File: src/design/riscv_isa_pkg.sv
package riscv_isa_pkg;

  // one fetched RV32I instruction word
  typedef logic [31:0] instr_t;

  // major opcode taken from bits 6 to 2
  // the two low bits only mark the 32-bit quadrant and are checked on their own
  typedef logic [4:0]  opcode_t;

  typedef logic [2:0]  funct3_t;
  typedef logic [6:0]  funct7_t;

  // major opcodes of the base integer set that this decoder accepts
  localparam opcode_t LOAD_OPCODE     = 5'b00000;
  localparam opcode_t MISC_MEM_OPCODE = 5'b00011;
  localparam opcode_t OP_IMM_OPCODE   = 5'b00100;
  localparam opcode_t AUIPC_OPCODE    = 5'b00101;
  localparam opcode_t STORE_OPCODE    = 5'b01000;
  localparam opcode_t OP_OPCODE       = 5'b01100;
  localparam opcode_t LUI_OPCODE      = 5'b01101;
  localparam opcode_t BRANCH_OPCODE   = 5'b11000;
  localparam opcode_t JALR_OPCODE     = 5'b11001;
  localparam opcode_t JAL_OPCODE      = 5'b11011;

  // funct3 of loads and stores gives the access size
  // the unsigned forms only exist for loads
  localparam funct3_t LDST_B  = 3'd0;
  localparam funct3_t LDST_H  = 3'd1;
  localparam funct3_t LDST_W  = 3'd2;
  localparam funct3_t LDST_BU = 3'd4;
  localparam funct3_t LDST_HU = 3'd5;

  // funct7 of register ops and immediate shifts
  // the alternate value selects SUB and the arithmetic right shift
  localparam funct7_t FUNCT7_BASE = 7'b0000000;
  localparam funct7_t FUNCT7_ALT  = 7'b0100000;

endpackage

File: src/design/decode_ctrl_pkg.sv
package decode_ctrl_pkg;

  // ALU operation code
  typedef logic [4:0] alu_op_t;

  // operand and write-back mux selects
  typedef logic [1:0] a_sel_t;
  typedef logic [2:0] b_sel_t;
  typedef logic [1:0] wb_sel_t;

  // memory access size, carries the LDST funct3 codes unchanged
  typedef logic [2:0] mem_size_t;

  localparam alu_op_t ALU_ADD  = 5'b00000;
  localparam alu_op_t ALU_SUB  = 5'b01000;
  localparam alu_op_t ALU_XOR  = 5'b00100;
  localparam alu_op_t ALU_OR   = 5'b00110;
  localparam alu_op_t ALU_AND  = 5'b00111;
  localparam alu_op_t ALU_SRA  = 5'b01101;
  localparam alu_op_t ALU_SRL  = 5'b00101;
  localparam alu_op_t ALU_SLL  = 5'b00001;
  localparam alu_op_t ALU_SLTS = 5'b00010;
  localparam alu_op_t ALU_SLTU = 5'b00011;

  // comparisons are 2'b11 followed by the branch funct3
  localparam alu_op_t ALU_EQ   = 5'b11000;
  localparam alu_op_t ALU_NE   = 5'b11001;
  localparam alu_op_t ALU_LTS  = 5'b11100;
  localparam alu_op_t ALU_GES  = 5'b11101;
  localparam alu_op_t ALU_LTU  = 5'b11110;
  localparam alu_op_t ALU_GEU  = 5'b11111;

  localparam a_sel_t OP_A_RS1     = 2'd0;
  localparam a_sel_t OP_A_CURR_PC = 2'd1;
  localparam a_sel_t OP_A_ZERO    = 2'd2;

  localparam b_sel_t OP_B_RS2   = 3'd0;
  localparam b_sel_t OP_B_IMM_I = 3'd1;
  localparam b_sel_t OP_B_IMM_U = 3'd2;
  localparam b_sel_t OP_B_IMM_S = 3'd3;
  // constant 4 for the link address of jumps
  localparam b_sel_t OP_B_INCR  = 3'd4;

  localparam wb_sel_t WB_ALU = 2'd0;
  localparam wb_sel_t WB_LSU = 2'd1;

endpackage

File: src/design/decode_fields_if.sv
// link between the field split stage and the control decode stage
// an item moves on a clock edge where fields_valid and fields_ready are both high
interface decode_fields_if;
  import riscv_isa_pkg::*;

  logic    fields_valid;
  logic    fields_ready;

  opcode_t opcode;
  funct3_t funct3;
  funct7_t funct7;
  // high when instruction bits 1 to 0 were 2'b11
  logic    quadrant_ok;

  // the split stage owns the payload and valid
  modport split_src (
    output fields_valid,
    output opcode,
    output funct3,
    output funct7,
    output quadrant_ok,
    input  fields_ready
  );

  // the decode stage only answers with ready
  modport decode_dst (
    input  fields_valid,
    input  opcode,
    input  funct3,
    input  funct7,
    input  quadrant_ok,
    output fields_ready
  );

endinterface

File: src/design/field_split_stage.sv
module field_split_stage (
  input  logic                   clk_i,
  input  logic                   rst_n_i,
  input  logic                   instr_valid_i,
  input  riscv_isa_pkg::instr_t  instr_i,
  output logic                   instr_ready_o,
  decode_fields_if.split_src     fields
);

  logic take;

  // the stage holds one item and can refill in the cycle that the decode stage drains it
  assign instr_ready_o = !fields.fields_valid || fields.fields_ready;

  // an instruction moves in on this edge
  assign take = instr_valid_i && instr_ready_o;

  // occupancy flag of the single slot
  always_ff @(posedge clk_i or negedge rst_n_i) begin
    if (!rst_n_i) begin
      fields.fields_valid <= 1'b0;
    end else if (take) begin
      fields.fields_valid <= 1'b1;
    end else if (fields.fields_ready) begin
      // the item left and nothing new came in
      fields.fields_valid <= 1'b0;
    end
  end

  // payload only loads on a take so it holds while the decode stage stalls
  always_ff @(posedge clk_i) begin
    if (take) begin
      fields.opcode      <= instr_i[6:2];
      fields.funct3      <= instr_i[14:12];
      fields.funct7      <= instr_i[31:25];
      // compressed and reserved quadrants are flagged here and rejected later
      fields.quadrant_ok <= (instr_i[1:0] == 2'b11);
    end
  end

  // the decode stage may not see the fields change under it while it stalls
  // and the stall itself comes back from the output side of the pipeline
  fields_hold_a: assert property (
    @(posedge clk_i) disable iff (!rst_n_i)
    fields.fields_valid && !fields.fields_ready |=>
      fields.fields_valid &&
      $stable({fields.opcode, fields.funct3, fields.funct7, fields.quadrant_ok})
  ) else $error("field split stage changed its fields while stalled");

endmodule

File: src/design/ctrl_decode_stage.sv
module ctrl_decode_stage (
  input  logic                        clk_i,
  input  logic                        rst_n_i,
  decode_fields_if.decode_dst         fields,
  output logic                        ctrl_valid_o,
  input  logic                        ctrl_ready_i,
  output decode_ctrl_pkg::a_sel_t     a_sel_o,
  output decode_ctrl_pkg::b_sel_t     b_sel_o,
  output decode_ctrl_pkg::alu_op_t    alu_op_o,
  output logic                        mem_req_o,
  output logic                        mem_we_o,
  output decode_ctrl_pkg::mem_size_t  mem_size_o,
  output logic                        gpr_we_o,
  output decode_ctrl_pkg::wb_sel_t    wb_sel_o,
  output logic                        illegal_instr_o,
  output logic                        branch_o,
  output logic                        jal_o,
  output logic                        jalr_o
);
  import riscv_isa_pkg::*;
  import decode_ctrl_pkg::*;

  logic      accept;
  logic      funct_ok;
  logic      is_alt;
  a_sel_t    dec_a_sel;
  b_sel_t    dec_b_sel;
  alu_op_t   dec_alu_op;
  logic      dec_mem_req;
  logic      dec_mem_we;
  mem_size_t dec_mem_size;
  logic      dec_gpr_we;
  wb_sel_t   dec_wb_sel;
  logic      dec_illegal;
  logic      dec_branch;
  logic      dec_jal;
  logic      dec_jalr;

  // integer op from funct3, alt picks SUB for 0 and SRA for 5
  function automatic alu_op_t arith_op(input funct3_t f3, input logic alt);
    case (f3)
      3'd0:    arith_op = alt ? ALU_SUB : ALU_ADD;
      3'd1:    arith_op = ALU_SLL;
      3'd2:    arith_op = ALU_SLTS;
      3'd3:    arith_op = ALU_SLTU;
      3'd4:    arith_op = ALU_XOR;
      3'd5:    arith_op = alt ? ALU_SRA : ALU_SRL;
      3'd6:    arith_op = ALU_OR;
      default: arith_op = ALU_AND;
    endcase
  endfunction

  assign is_alt = (fields.funct7 == FUNCT7_ALT);

  always_comb begin
    // default word, each opcode changes only what it needs
    dec_a_sel    = OP_A_RS1;
    dec_b_sel    = OP_B_RS2;
    dec_alu_op   = ALU_ADD;
    dec_mem_req  = 1'b0;
    dec_mem_we   = 1'b0;
    dec_mem_size = '0;
    dec_gpr_we   = 1'b0;
    dec_wb_sel   = WB_ALU;
    dec_branch   = 1'b0;
    dec_jal      = 1'b0;
    dec_jalr     = 1'b0;
    funct_ok     = 1'b1;
    case (fields.opcode)
      LOAD_OPCODE: begin
        dec_mem_req  = 1'b1;
        dec_gpr_we   = 1'b1;
        dec_wb_sel   = WB_LSU;
        dec_b_sel    = OP_B_IMM_I;
        dec_mem_size = fields.funct3;
        funct_ok     = fields.funct3 inside {LDST_B, LDST_H, LDST_W, LDST_BU, LDST_HU};
      end
      STORE_OPCODE: begin
        dec_mem_req  = 1'b1;
        dec_mem_we   = 1'b1;
        dec_b_sel    = OP_B_IMM_S;
        dec_mem_size = fields.funct3;
        // there are no unsigned stores
        funct_ok     = fields.funct3 inside {LDST_B, LDST_H, LDST_W};
      end
      BRANCH_OPCODE: begin
        dec_branch = 1'b1;
        dec_alu_op = {2'b11, fields.funct3};
        // funct3 2 and 3 have no comparison
        funct_ok   = !(fields.funct3 inside {3'd2, 3'd3});
      end
      JALR_OPCODE: begin
        dec_jalr   = 1'b1;
        dec_gpr_we = 1'b1;
        dec_a_sel  = OP_A_CURR_PC;
        dec_b_sel  = OP_B_INCR;
        funct_ok   = (fields.funct3 == 3'd0);
      end
      JAL_OPCODE: begin
        // the ALU forms pc + 4 for the link register
        dec_jal    = 1'b1;
        dec_gpr_we = 1'b1;
        dec_a_sel  = OP_A_CURR_PC;
        dec_b_sel  = OP_B_INCR;
      end
      AUIPC_OPCODE: begin
        dec_gpr_we = 1'b1;
        dec_a_sel  = OP_A_CURR_PC;
        dec_b_sel  = OP_B_IMM_U;
      end
      LUI_OPCODE: begin
        // zero plus the upper immediate
        dec_gpr_we = 1'b1;
        dec_a_sel  = OP_A_ZERO;
        dec_b_sel  = OP_B_IMM_U;
      end
      MISC_MEM_OPCODE: begin
        // fence runs as a no-op on this in-order core
        funct_ok = (fields.funct3 == 3'd0);
      end
      OP_OPCODE: begin
        dec_gpr_we = 1'b1;
        dec_alu_op = arith_op(fields.funct3, is_alt);
        funct_ok   = (fields.funct7 == FUNCT7_BASE) ||
                     (is_alt && fields.funct3 inside {3'd0, 3'd5});
      end
      OP_IMM_OPCODE: begin
        dec_gpr_we = 1'b1;
        dec_b_sel  = OP_B_IMM_I;
        // only SRAI reads funct7, elsewhere those bits belong to the immediate
        dec_alu_op = arith_op(fields.funct3, is_alt && fields.funct3 == 3'd5);
        if (fields.funct3 == 3'd1) begin
          funct_ok = (fields.funct7 == FUNCT7_BASE);
        end else if (fields.funct3 == 3'd5) begin
          funct_ok = (fields.funct7 == FUNCT7_BASE) || is_alt;
        end
      end
      default: funct_ok = 1'b0;
    endcase
    dec_illegal = !fields.quadrant_ok || !funct_ok;
    // an illegal instruction falls back to the default word with only the flag set
    if (dec_illegal) begin
      dec_a_sel    = OP_A_RS1;
      dec_b_sel    = OP_B_RS2;
      dec_alu_op   = ALU_ADD;
      dec_mem_req  = 1'b0;
      dec_mem_we   = 1'b0;
      dec_mem_size = '0;
      dec_gpr_we   = 1'b0;
      dec_wb_sel   = WB_ALU;
      dec_branch   = 1'b0;
      dec_jal      = 1'b0;
      dec_jalr     = 1'b0;
    end
  end

  // same one-slot rule as the split stage
  assign fields.fields_ready = !ctrl_valid_o || ctrl_ready_i;
  assign accept = fields.fields_valid && fields.fields_ready;

  // the word only loads on accept so every output holds during a stall
  always_ff @(posedge clk_i or negedge rst_n_i) begin
    if (!rst_n_i) begin
      ctrl_valid_o    <= 1'b0;
      a_sel_o         <= '0;
      b_sel_o         <= '0;
      alu_op_o        <= '0;
      mem_req_o       <= 1'b0;
      mem_we_o        <= 1'b0;
      mem_size_o      <= '0;
      gpr_we_o        <= 1'b0;
      wb_sel_o        <= '0;
      illegal_instr_o <= 1'b0;
      branch_o        <= 1'b0;
      jal_o           <= 1'b0;
      jalr_o          <= 1'b0;
    end else if (accept) begin
      ctrl_valid_o    <= 1'b1;
      a_sel_o         <= dec_a_sel;
      b_sel_o         <= dec_b_sel;
      alu_op_o        <= dec_alu_op;
      mem_req_o       <= dec_mem_req;
      mem_we_o        <= dec_mem_we;
      mem_size_o      <= dec_mem_size;
      gpr_we_o        <= dec_gpr_we;
      wb_sel_o        <= dec_wb_sel;
      illegal_instr_o <= dec_illegal;
      branch_o        <= dec_branch;
      jal_o           <= dec_jal;
      jalr_o          <= dec_jalr;
    end else if (ctrl_ready_i) begin
      ctrl_valid_o    <= 1'b0;
    end
  end

  // an illegal word must never start a side effect downstream
  illegal_quiet_a: assert property (
    @(posedge clk_i) disable iff (!rst_n_i)
    ctrl_valid_o && illegal_instr_o |->
      !(mem_req_o || mem_we_o || gpr_we_o || branch_o || jal_o || jalr_o)
  ) else $error("illegal control word carries an enable");

  // a stalled word stays valid and unchanged until the consumer takes it
  ctrl_hold_a: assert property (
    @(posedge clk_i) disable iff (!rst_n_i)
    ctrl_valid_o && !ctrl_ready_i |=>
      ctrl_valid_o &&
      $stable({a_sel_o, b_sel_o, alu_op_o, mem_req_o, mem_we_o, mem_size_o, gpr_we_o,
               wb_sel_o, illegal_instr_o, branch_o, jal_o, jalr_o})
  ) else $error("control word changed while stalled");

endmodule

File: src/design/instr_decoder_top.sv
// two-stage pipelined decoder
// stage one splits the instruction fields and stage two registers the control word
module instr_decoder_top (
  input  logic                        clk_i,
  input  logic                        rst_n_i,
  input  logic                        instr_valid_i,
  input  riscv_isa_pkg::instr_t       instr_i,
  output logic                        instr_ready_o,
  output logic                        ctrl_valid_o,
  input  logic                        ctrl_ready_i,
  output decode_ctrl_pkg::a_sel_t     a_sel_o,
  output decode_ctrl_pkg::b_sel_t     b_sel_o,
  output decode_ctrl_pkg::alu_op_t    alu_op_o,
  output logic                        mem_req_o,
  output logic                        mem_we_o,
  output decode_ctrl_pkg::mem_size_t  mem_size_o,
  output logic                        gpr_we_o,
  output decode_ctrl_pkg::wb_sel_t    wb_sel_o,
  output logic                        illegal_instr_o,
  output logic                        branch_o,
  output logic                        jal_o,
  output logic                        jalr_o
);

  // stream between the stages
  decode_fields_if fields_if ();

  field_split_stage field_split_stage_inst (
    .clk_i         (clk_i),
    .rst_n_i       (rst_n_i),
    .instr_valid_i (instr_valid_i),
    .instr_i       (instr_i),
    .instr_ready_o (instr_ready_o),
    .fields        (fields_if.split_src)
  );

  // ready of this stage ripples back through the split stage to instr_ready_o
  ctrl_decode_stage ctrl_decode_stage_inst (
    .clk_i           (clk_i),
    .rst_n_i         (rst_n_i),
    .fields          (fields_if.decode_dst),
    .ctrl_valid_o    (ctrl_valid_o),
    .ctrl_ready_i    (ctrl_ready_i),
    .a_sel_o         (a_sel_o),
    .b_sel_o         (b_sel_o),
    .alu_op_o        (alu_op_o),
    .mem_req_o       (mem_req_o),
    .mem_we_o        (mem_we_o),
    .mem_size_o      (mem_size_o),
    .gpr_we_o        (gpr_we_o),
    .wb_sel_o        (wb_sel_o),
    .illegal_instr_o (illegal_instr_o),
    .branch_o        (branch_o),
    .jal_o           (jal_o),
    .jalr_o          (jalr_o)
  );

endmodule

File: config.mk
export PLATFORM = sky130hd
export DESIGN_NAME = instr_decoder_top
export DESIGN_NICKNAME = d
export VERILOG_FILES = /design/src/design/riscv_isa_pkg.sv /design/src/design/decode_ctrl_pkg.sv /design/src/design/decode_fields_if.sv /design/src/design/field_split_stage.sv /design/src/design/ctrl_decode_stage.sv /design/src/design/instr_decoder_top.sv
export SDC_FILE = /design/constraint.sdc
export NUM_CORES = 1
export LEC_CHECK = 0
export BUFFER_PORTS_ARGS = -buffer_cell sky130_fd_sc_hd__buf_2
export CAP_MARGIN = 0
export CORE_AREA = 10 10 95 55
export CTS_CLUSTER_SIZE = 28
export DETAILED_ROUTE_END_ITERATION = 10
export DIE_AREA = 0 0 105 65
export PLACE_DENSITY = 0.77
export SYNTH_ARGS = -nofsm -noshare
export SYNTH_HDL_FRONTEND = slang
export SYNTH_SLANG_ARGS = --single-unit
File: constraint.sdc
create_clock -name clk_i -period 2.3 [get_ports clk_i]
set_input_delay 0.115 -clock clk_i [delete_from_list [all_inputs] [get_ports clk_i]]
set_output_delay 0.115 -clock clk_i [all_outputs]
set_load 0.02 [all_outputs]
==> summary.txt, run 1 <==
Placement
  • HPWL after DPL: approximately 2.7 mm
  • Port Buf Inserts: 43
  • RD Place Congestion: 0.835

Worst setup path
  • Critical Path Source: field_split_stage_inst.fields.opcode[1]
  • Crit-path max FO: 13
  • Crit path capture: ctrl_decode_stage_inst.jalr_o
  • Flop-to-flop setup slack: between 0.15 and 0.2 ns
  • CP arrival: 2.33 ns
  • Reg-to-Reg End: ctrl_decode_stage_inst.jalr_o
  • Start of the worst register-to-register path: field_split_stage_inst.fields.opcode[1]
  • Element type at the critical path end: register
  • Worst path required time: 2.52 ns
  • FF-to-FF path depth: 5
  • WS Path Type: reg2reg
  • CP Launch Type: register

Route
  • DRT iter0 DRCs: 70
  • Post-Route WL: 3.69 mm
  • DRT Pass-1 Iters: 4
  • DRC Markers: 0
  • Antenna Violating Nets Remaining: 0
  • Drt wl/cell: roughly 15 µm
  • Via/cell ratio: 5.12
  • Vias: approximately 1200

Power
  • Pwr Total: 1.35 mW
  • Peak VDD IR: 0.462 mV
  • Leak Pwr: 0.974 nW
  • Pwr dens: 626 nW/µm²

Synth
  • Largest cells by area after synthesis: dfrtp_1, edfxtp_1, a32o_1
  • Asr flop ratio synth: 0.579
  • Share of Yosys cell area claimed by the top area cell type: 0.320
  • Number of flops mapped to enable cells by yosys: 16
  • Cells after Synth: approximately 130
  • Synth Cell Area: 1720 µm²
  • Synthesis-stage register bit count: 38
  • Seq/Total Area, Yosys: 0.599
  • Ys flop type: dfrtp_1
  • Syn Nets: between 150 and 200
  • Syn Area/Cell: 13.0 µm²
  • Cell taking the most area after synthesis: dfrtp_1
  • Synth cell types: 41
  • Synth warnings: 0

Cells and area
  • Final layout net count: 221
  • Fillers: 312
  • FF+latch area: 1030 µm²
  • # diodes: 0
  • Share of cells above drive strength 1: 0.323
  • Footprint of the multi-input gates: 591 µm²
  • Area Growth Syn to Fin: 24.9%

Timing
  • Final number of hold-violating endpoints: 0
  • Setup TNS: 0 ns
  • RSZ-0062 raised after global routing: false
  • Max Fclk: about 0.48 GHz
  • Clk_skew: around 0.0041 ns
  • Relative slew slack: 0.532
  • Setup violators final: 0
  • Period utilization: 0.915
  • Worst-margin pin slew: 0.702 ns
  • Min Clock Period, post-route: 2.10 ns
  • Final Max Slew Viols: 0

Floorplan
  • DIE AREA: 6830 µm²
  • FP Rows: 16
  • Die Span X: around 110 µm
  • Starting Density: 0.467
  • Core ar.: 3680 µm²
  • Io pins: 60
  • Die H: 65 µm

Global routing
  • First-pass GRT wire length: 6.15 mm
  • Largest net degree at the start of global routing: 23
  • Gr usage total: 0.109
  • Initial antenna violation count: 0
  • Global route overflow: 0
  • Vias in the first global route: 1243

Clock network
  • Resize count post-CTS: 0
  • Clock slew at reported path FFs: about 0.07 ns
  • Clk sinks: 38
  • Clk_lat worst skew: 0.28 ns
  • Total CTS buffers: 5
  • Root Driver: clkbuf_8
  • Clock buffer depth: 2
  • H-tree levels: 2
  • CTS tree: built

Min path
  • Hold Path Class: in2reg

Status
  • Status: completed

Job
  • Max_cap viols: 0
[timing repair]
item,4_1_cts,5_1_grt
hold endpoints to repair,32,3
hold buffers,11,3
setup endpoints to repair,0,0
setup buffers,0,0
[power breakdown]
group	switching (mW)	internal, mW	total, mW
registers	0.0315	0.736	0.767
clock network	0.211	0.241	0.453
logic	0.0696	0.0575	0.127
total	0.312	1.03	1.35
[registers in the layout, summed over array words and instances (netlist names), 2 cells and up]
signal,flops
field_split_stage_inst.fields.funct7,7
ctrl_decode_stage_inst.alu_op_o,5
ctrl_decode_stage_inst.a_sel_o,2
field_split_stage_inst.fields.funct3,3
ctrl_decode_stage_inst.mem_size_o,3
ctrl_decode_stage_inst.b_sel_o,3
field_split_stage_inst.fields.opcode,5
[cells in the final DEF (no fill, tap or decap), types with 2 or more instances in the layout]
master | synthesis | final
dlygate4sd3_1 | 0 | 14
a21o_1 | 2 | 2
buf_2 | 2 | 43
clkbuf_8 | 0 | 6
dfrtp_1 | 22 | 22
nor2_1 | 5 | 5
nor3b_2 | 2 | 2
a32o_1 | 9 | 9
edfxtp_1 | 16 | 16
and2_1 | 2 | 2
o21ai_0 | 6 | 6
nand2_1 | 8 | 8
nor2b_1 | 2 | 2
nand2b_1 | 4 | 4
a22o_1 | 8 | 8
inv_1 | 4 | 4
a21oi_1 | 4 | 4
nand3_1 | 3 | 3
nor3_1 | 3 | 3
[kinds of logic (layout without fill, tap and decap cells)]
group / Yosys count / count (layout) / synth area share
muxes: 1 / 1 / 0.00654
and+or+nand+nor: 40 / 40 / 0.156
AOI/OAI and AO/OA: 36 / 36 / 0.174
xor gates and xnor gates: 1 / 1 / 0.00509
DFF: 38 / 38 / 0.599
buffers and inverters: 15 / 69 / 0.0581
other: 1 / 1 / 0.00218
[critical path, cell delays in order, from the launching register on]
cell      delay, ns
edfxtp_1       0.58
nor3_4         0.36
nand4_1        0.22
o22a_2         0.28
a21boi_4       0.36
a32o_1         0.23
[final cells by class]
class / instances / share of cell area
clock buffers: 7 / 0.0401
inverters: 4 / 0.00698
clock inverters: 1 / 0.00233
multi-input cells: 79 / 0.275
repair buffers: 57 / 0.165
flip-flops and latches: 38 / 0.479
well taps: 54 / 0.0314
[how the worst min path moves through the flow]
stage / startpoint / endpoint / slack (ns) / depth (start not counted)
global placement: rst_n_i / ctrl_decode_stage_inst.illegal_instr_o / 0.09 / 1
floorplan: rst_n_i / ctrl_decode_stage_inst.a_sel_o[0] / -0.18 / 0
finish: instr_i[6] / field_split_stage_inst.fields.opcode[4] / 0.01 / 1
global route: instr_i[6] / field_split_stage_inst.fields.opcode[4] / 0.001 / 1
detailed placement: rst_n_i / ctrl_decode_stage_inst.ctrl_valid_o / 0.1 / 1
CTS: instr_i[14] / field_split_stage_inst.fields.funct3[2] / 0.002 / 1
[cells in the mapped netlist (all sizes together), types with 2 or more instances]
| library cell | number |
|---|---|
| dfrtp | 22 |
| edfxtp | 16 |
| buf | 10 |
| a32o | 9 |
| a22o | 8 |
| nand2 | 8 |
| o21ai | 6 |
| nor2 | 5 |
| a21oi | 4 |
| inv | 4 |
| nand2b | 4 |
| nor3 | 4 |
| nand3 | 3 |
| a21o | 2 |
| and2 | 2 |
| nor2b | 2 |
| nor3b | 2 |
[routing by layer]
| metal | GRT usage | wire length [µm] |
|---|---|---|
| met4 | 0.0255 | 15 |
| met5 | 0 | 0 |
| met1 | 0.147 | 1830 |
| met2 | 0.153 | 1530 |
| met3 | 0.0523 | 310 |
[metrics by stage]
step                      instance area, µm²  hold slack (ns)   util  worst slack, ns  instances
after floorplan                         1720           -0.181      -            0.631        132
after global placement                  1920           0.0873  0.521            0.319        218
after detailed placement                1920           0.0997  0.521            0.261        218
after CTS                               2120          0.00250  0.576            0.224        237
after global routing                    2150          0.00124  0.584           0.0819        240
final                                   2150           0.0124  0.584            0.195        240
Note: power is estimated with default switching activity, not from simulation.
==> run 2: changes to the inputs <==
- ABC_AREA: not set -> 1
- PLACE_DENSITY: 0.77 -> 0.82
- SETUP_SLACK_MARGIN: not set -> 0.5
- clock period: 2.3 -> 2.64 ns (I/O delays scaled with it)
==> run 2 against run 1 <==
Net effect:
- synthesized cell count is 50% higher
- cell count is 25% higher
- worst hold slack better by 0.0020 ns
- first-iteration DRC count is 110% higher
- clock-buffer cell count is 1 lower
- setup slack better by 0.76 ns
==> summary.txt, run 2 <==
Placement
  • RD Place Congestion: 0.844 (+1.1%)
  • Post-Place Cells: 290 (+33%)
  • HPWL after DPL: 3.07 mm (+12%)
  • Port Buf Inserts: 43 (unchanged)

Power
  • Internal cell power: 0.904 mW (-13%)
  • Leak Pwr: 1.08 nW (+11%)
  • Peak VDD IR: 0.458 mV (-1.0%)
  • Pwr dens: 570 nW/µm² (-9.0%)
  • Clk pwr share: 0.295 (-0.041)
  • NetSw: 0.359 mW (+15%)
  • Combinational Power Share: 0.162 (+0.068)
  • Flop pwr share: 0.543 (-0.027)
  • Pwr Total: 1.26 mW (-6.3%)
  • Sw frac: 0.284 (+0.0524)

Synth
  • Cells after Synth: 198 (+50%)
  • Asr flop ratio synth: 0.579 (unchanged)
  • Synth cell types: 29 (-29%)
  • Cell taking the most area after synthesis: dfrtp_1
  • Ys flop type: dfrtp_1
  • Synth warnings: 0 (unchanged)
  • Number of flops mapped to enable cells by yosys: 16 (unchanged)
  • Syn Area/Cell: 9.45 µm² (-28%)
  • Synth Cell Area: 1870 µm² (+8.6%)
  • Seq/Total Area, Yosys: 0.551 (-0.0477)
  • Largest cells by area after synthesis: dfrtp_1, edfxtp_1, nand2_1
  • Syn Nets: 234 (+39%)
  • Synth top cells by count: nand2_1, dfrtp_1, edfxtp_1, nor2_1, inv_1
  • Synthesis-stage register bit count: 38 (unchanged)
  • Most frequent cell after synthesis: nand2_1
  • Share of Yosys cell area claimed by the top area cell type: 0.294 (-0.0255)

Cells and area
  • Share of cells above drive strength 1: 0.336 (+0.0135)
  • # diodes: 0 (unchanged)
  • Largest register FFs: 7 (unchanged)
  • Biggest register: field_split_stage_inst.fields.funct7
  • Commonest cells after routing, fill and taps aside: nand2_1, buf_2, dfrtp_1, nor2_1, edfxtp_1
  • FF+latch area: 1030 µm² (unchanged)
  • Area Growth Syn to Fin: 18.5%
  • Footprint of the multi-input gates: 703 µm² (+19%)
  • Commonest non-fill, non-tap cell in the layout: nand2_1
  • Final layout net count: 282 (+28%)
  • Fillers: 337 (+8.0%)
  • Largest regs: field_split_stage_inst.fields.funct7 x7, ctrl_decode_stage_inst.alu_op_o x5, field_split_stage_inst.fields.opcode x5
  • Post-layout util: 0.602 (+0.0177)
  • Non-filler cells, final: 301 (+25%)

Floorplan
  • Starting Density: 0.508 (+0.0404)
  • Io pins: 60 (unchanged)
  • FP Rows: 16 (unchanged)
  • Die H: 65 µm (unchanged)
  • Die Span X: 105 µm (unchanged)
  • DIE AREA: 6830 µm² (unchanged)
  • Core ar.: 3680 µm² (unchanged)

Global routing
  • First-pass GRT wire length: 6.73 mm (+9.5%)
  • Global route overflow: 0 (unchanged)
  • Initial antenna violation count: 0 (unchanged)
  • GRT met2 Usage: 0.168 (+0.0148)
  • Vias in the first global route: 1485 (+19%)
  • Largest net degree at the start of global routing: 24 (+4.3%)
  • Met3 Use GR: 0.0602 (+0.00789)
  • Gr usage total: 0.121 (+0.0123)
  • Most crowded layer after global routing: met2
  • Met1 GRT Util: 0.162 (+0.0148)

Route
  • Drt wl/cell: 13.1 µm (-14%)
  • DRC Markers: 0 (unchanged)
  • Vias: 1474 (+20%)
  • DRT iter0 DRCs: 144 (+110%)
  • Antenna Violating Nets Remaining: 0 (unchanged)
  • Post-Route WL: 3.96 mm (+7.3%)
  • DRT Pass-1 Iters: 4 (unchanged)
  • Via/cell ratio: 4.90 (-4.3%)

Timing
  • Max Fclk: 0.594 GHz (+25%)
  • Setup TNS: 0 ns (unchanged)
  • Final number of hold-violating endpoints: 0 (unchanged)
  • Relative slew slack: 0.609 (+0.0764)
  • Clk_skew: 0.00661 ns (+0.00256 ns)
  • RSZ-0062 raised after global routing: false
  • Period utilization: 0.638 (-0.277)
  • Worst-margin pin slew: 0.586 ns (-0.115 ns)
  • Setup violators final: 0 (unchanged)
  • Final Max Slew Viols: 0 (unchanged)
  • Min Clock Period, post-route: 1.68 ns (-0.420 ns)

Clock network
  • Post-CTS setup buffers: 0 (unchanged)
  • Clk sinks: 38 (unchanged)
  • Clock slew at reported path FFs: 0.07 ns (about the same)
  • Resize count post-CTS: 0 (unchanged)
  • CTS tree: built
  • Total CTS buffers: 5 (unchanged)
  • Root Driver: clkbuf_8
  • Clock buffer depth: 2 (unchanged)
  • H-tree levels: 2 (unchanged)
  • Clk_lat worst skew: 0.29 ns (about the same)
  • # hold bufs at CTS: 1 (-10)

Min path
  • Hold Path Class: in2reg

Status
  • Status: completed

Worst setup path
  • Worst path required time: 2.80 ns (+0.28 ns)
  • Element type at the critical path end: register
  • CP Launch Type: register
  • WS Path Type: reg2reg
  • Crit-path max FO: 14 (+1)
  • CP arrival: 1.85 ns (-0.48 ns)

Job
  • Max_cap viols: 0 (unchanged)
run 2: cell types whose count changed after synthesis, moves of 6 or more:
cell     before  now
nand2_1       8   59
nor2_1        5   16
inv_1         4   14
a32o_1        9    0
a22o_1        8    0
o21ai_2       0    7
nand4_1       1    7
run 2: layout make-up:
class	count	area share
sequential	38	0.465
multi-input combinational	134	0.317
timing repair buffer	48	0.117
clock buffer	6	0.0327
inverter	19	0.0322
tap	54	0.0305
clock inverter	2	0.00452
run 2: final timing paths:
path	start	endpoint	slack [ns]	cells past startpoint
worst max-delay path	field_split_stage_inst.fields.opcode[3]	ctrl_decode_stage_inst.gpr_we_o	0.96	10
min in group asynchronous	rst_n_i	ctrl_decode_stage_inst.b_sel_o[2]	0.34	2
worst max register to register	field_split_stage_inst.fields.opcode[3]	ctrl_decode_stage_inst.gpr_we_o	0.96	10
worst min-delay path	instr_i[31]	field_split_stage_inst.fields.funct7[6]	0.01	1
max in group asynchronous	rst_n_i	ctrl_decode_stage_inst.alu_op_o[1]	1.97	2
worst min register to register	ctrl_decode_stage_inst.a_sel_o[1]	ctrl_decode_stage_inst.a_sel_o[1]	0.48	2
run 2: cells by family (layout without fill, tap and decap cells):
group,after synthesis,count (layout),synth area share
and+or+nand+nor,107,107,0.276
DFF,38,38,0.551
AOI/OAI and AO/OA,26,26,0.0983
buffers and inverters,26,75,0.0729
other,1,1,0.00200
run 2: critical path: stages, from the launching register on:
cell      delay, ns
edfxtp_1       0.53
inv_2          0.13
nor2_1         0.06
nand2_1        0.07
nand2_1        0.06
nand3b_1       0.09
nand2_1        0.07
nor2_2         0.16
nand2_4        0.10
nand2_4        0.20
o21ai_0        0.11
run 2: power by group through the flow:
stage / registers, mW / clock network (mW) / logic [mW]
finish: 0.686 / 0.373 / 0.204
global route: 0.692 / 0.418 / 0.229
CTS: 0.686 / 0.385 / 0.204
detailed placement: 0.697 / 0 / 0.202
global placement: 0.696 / 0 / 0.197
floorplan: 0.708 / 0 / 0.131
run 2: layer usage:
metal  vias up  share of wire
met5         -              0
met4         0         0.0088
met3         5           0.10
met2        61           0.40
met1       670           0.49
li1        738              -
run 2: through the flow:
step           hold WS, ns  worst slack [ns]  area, µm²
6_report            0.0145             0.955       2220
5_1_grt            0.00129             0.780       2220
4_1_cts            0.00813             0.930       2200
3_5_place_dp         0.114             0.959       2100
3_3_place_gp         0.112             0.984       2100
2_1_floorplan       -0.164              1.11       1870
==> run 3: changes to the inputs <==
- CORE_AREA: 10 10 95 55 -> 10 10 103 59
- DIE_AREA: 0 0 105 65 -> 0 0 113 69
- PLACE_DENSITY: 0.82 -> 0.73
- clock period: 2.64 -> 1.46 ns (I/O delays scaled with it)
==> run 3 against run 2 <==
Net effect:
- the run now ends with setup timing left
- register-to-register slack lost 1.1 ns
- clock-buffer cell count increased by 2
- cell area increased by 25%
- core utilization rose by 4.4 points
- routed wire length increased by 25%
- cell count is 17% higher
- critical path depth did not move
- critical path type unchanged
- largest power group unchanged
==> summary.txt, run 3 (synthesis gave the netlist of run 2 again) <==
Status
  • Status: complete, but fails checks
  • Failing checks: setup timing

Cells and area
  • Footprint of the multi-input gates: 781 µm² (+11%)
  • Fillers: 363 (+7.7%)
  • Largest register FFs: 7 (unchanged)
  • Biggest register: field_split_stage_inst.fields.funct7
  • FF+latch area: 1030 µm² (+0.12%)
  • Share of cells above drive strength 1: 0.446 (+0.110)
  • Area Growth Syn to Fin: 47.6%
  • Commonest cells after routing, fill and taps aside: nand2_1, buf_2, buf_4, dfrtp_1
  • # diodes: 0 (unchanged)
  • Commonest non-fill, non-tap cell in the layout: nand2_1
  • Post-layout util: 0.646 (+0.0440)
  • Largest regs: field_split_stage_inst.fields.funct7 x7, ctrl_decode_stage_inst.alu_op_o x5, field_split_stage_inst.fields.opcode x5
  • Final layout net count: 329 (+17%)

Route
  • Drt wl/cell: 14.0 µm (+6.8%)
  • DRT iter0 DRCs: 88 (-39%)
  • Via/cell ratio: 4.77 (-2.6%)
  • Antenna Violating Nets Remaining: 0 (unchanged)
  • DRT Pass-1 Iters: 5 (+1)
  • DRC Markers: 0 (unchanged)
  • Post-Route WL: 4.93 mm (+25%)
  • Vias: 1675 (+14%)

Clock network
  • Clock buffer depth: 2 (unchanged)
  • H-tree levels: 2 (unchanged)
  • Clk_lat worst skew: 0.29 ns (about the same)
  • Clock slew at reported path FFs: 0.08 ns (about the same)
  • Total CTS buffers: 5 (unchanged)
  • Clk sinks: 38 (unchanged)
  • Root Driver: clkbuf_8
  • CTS tree: built

Timing
  • Setup ws final: -0.148 ns (-1.10 ns)
  • RSZ-0062 raised after global routing: true
  • Final Max Slew Viols: 0 (unchanged)
  • WHS: 0.0287 ns (+0.0142 ns)
  • Min Clock Period, post-route: 1.61 ns (-0.0763 ns)
  • Max Fclk: 0.622 GHz (+4.7%)
  • Period utilization: 1.10 (+0.463)
  • Clk_skew: 0.00659 ns (-0.0000255 ns)
  • Final number of hold-violating endpoints: 0 (unchanged)
  • Setup TNS: -2.04 ns (-2.04 ns)
  • Setup violators final: 20 (+20)

Worst setup path
  • Reg-to-Reg End: ctrl_decode_stage_inst.mem_size_o[0]
  • CP arrival: 1.84 ns (about the same)
  • WS Path Type: reg2reg
  • Flop-to-flop setup slack: -0.15 ns (-1.10 ns)
  • Crit path capture: ctrl_decode_stage_inst.mem_size_o[0]
  • Element type at the critical path end: register
  • Critical Path Source: field_split_stage_inst.fields.opcode[4]
  • CP Launch Type: register
  • Start of the worst register-to-register path: field_split_stage_inst.fields.opcode[4]
  • FF-to-FF path depth: 10 (unchanged)
  • Crit-path max FO: 6 (-8)
  • Worst path required time: 1.69 ns (-1.11 ns)

Placement
  • Pre-CTS WS: -0.169 ns (-1.13 ns)
  • RD Place Congestion: 0.892 (+5.7%)
  • HPWL after DPL: 3.49 mm (+14%)
  • Port Buf Inserts: 43 (unchanged)

Floorplan
  • Die H: 69 µm (+6.2%)
  • Starting Density: 0.438 (-0.0703)
  • Core ar.: 4280 µm² (+16%)
  • FP Rows: 17 (+1)
  • Io pins: 60 (unchanged)
  • Die Span X: 113 µm (+7.6%)
  • DIE AREA: 7800 µm² (+14%)

Global routing
  • Largest net degree at the start of global routing: 23 (-4.2%)
  • Vias in the first global route: 1671 (+13%)
  • Initial antenna violation count: 0 (unchanged)
  • First-pass GRT wire length: 8.07 mm (+20%)
  • Global route overflow: 0 (unchanged)
  • Gr usage total: 0.126 (+0.00429)

Power
  • Internal cell power: 1.92 mW (+110%)
  • NetSw: 0.738 mW (+110%)
  • Sw frac: 0.278 (-0.00637)
  • Peak VDD IR: 0.567 mV (+24%)
  • Pwr Total: 2.66 mW (+110%)
  • Leak Pwr: 1.33 nW (+23%)
  • Combinational Power Share: 0.215 (+0.053)
  • Flop pwr share: 0.467 (-0.076)
  • Clk pwr share: 0.318 (+0.023)
  • Pwr dens: 962 nW/µm² (+69%)

Min path
  • Hold Path Class: in2reg

Job
  • Max_cap viols: 0 (unchanged)
run 3: cell count changes in the layout (fill, tap and decap cells not counted), sizes merged:
| cell | previous run | this run |
|---|---|---|
| clkinv | 2 | 0 |
| inv | 19 | 18 |
| clkinvlp | 0 | 1 |
| buf | 45 | 79 |
| dlygate4sd3 | 3 | 16 |
| clkbuf | 6 | 8 |
run 3: area by class of cell:
class | count | area share
Timing Repair Buffer | 95 | 0.250
Tap cell | 57 | 0.0258
Multi-Input combinational cell | 134 | 0.283
Inverter | 19 | 0.0272
Clock buffer | 8 | 0.0399
Sequential cell | 38 | 0.374
run 3: metal layers:
layer,global-route usage,vias to the layer above,part of all wire
li1,-,833,-
met4,0.0361,0,0.012
met3,0.0560,10,0.085
met2,0.180,58,0.42
met5,0,-,0
met1,0.165,774,0.49
run 3: timing repair:
action | CTS | global route
hold buffers | 16 | 0
setup buffers | 4 | 5
endpoints found under the hold margin | 37 | 0
pin swaps | 6 | 6
gates resized for setup | 18 | 8
setup endpoints to repair | 39 | 39
run 3: power groups by stage:
stage	logic (mW)	clock network (mW)	registers (mW)
4_1_cts	0.522	0.863	1.25
3_3_place_gp	0.436	0	1.26
3_5_place_dp	0.441	0	1.26
2_1_floorplan	0.255	0	1.29
5_1_grt	0.626	0.900	1.25
6_report	0.571	0.845	1.24
run 3: worst min path at each step:
stage                       start                                    endpoint  slack, ns  cells past startpoint
floorplan                 rst_n_i           ctrl_decode_stage_inst.a_sel_o[0]      -0.22                      0
global placement          rst_n_i      ctrl_decode_stage_inst.illegal_instr_o       0.06                      1
detailed placement        rst_n_i        ctrl_decode_stage_inst.mem_size_o[1]       0.06                      1
CTS                 instr_valid_i  field_split_stage_inst.fields.fields_valid       0.02                      3
global route        instr_valid_i  field_split_stage_inst.fields.fields_valid       0.03                      3
finish              instr_valid_i  field_split_stage_inst.fields.fields_valid       0.03                      3
run 3: critical path, cell delays in order (launching register included):
cell and delay [ns]:
edfxtp_1 0.47, inv_2 0.14, nand2_2 0.07, inv_2 0.07, nand2_1 0.14, nor2_4 0.15, a21oi_2 0.09, nand2_4 0.09
buf_6 0.12, nand4_1 0.11, nand2_1 0.10
run 3: stage by stage:
step	area (µm²)	std cells
final	2760	351
after global routing	2760	351
after CTS	2690	346
after detailed placement	2320	318
after global placement	2320	318
after floorplan	1910	198
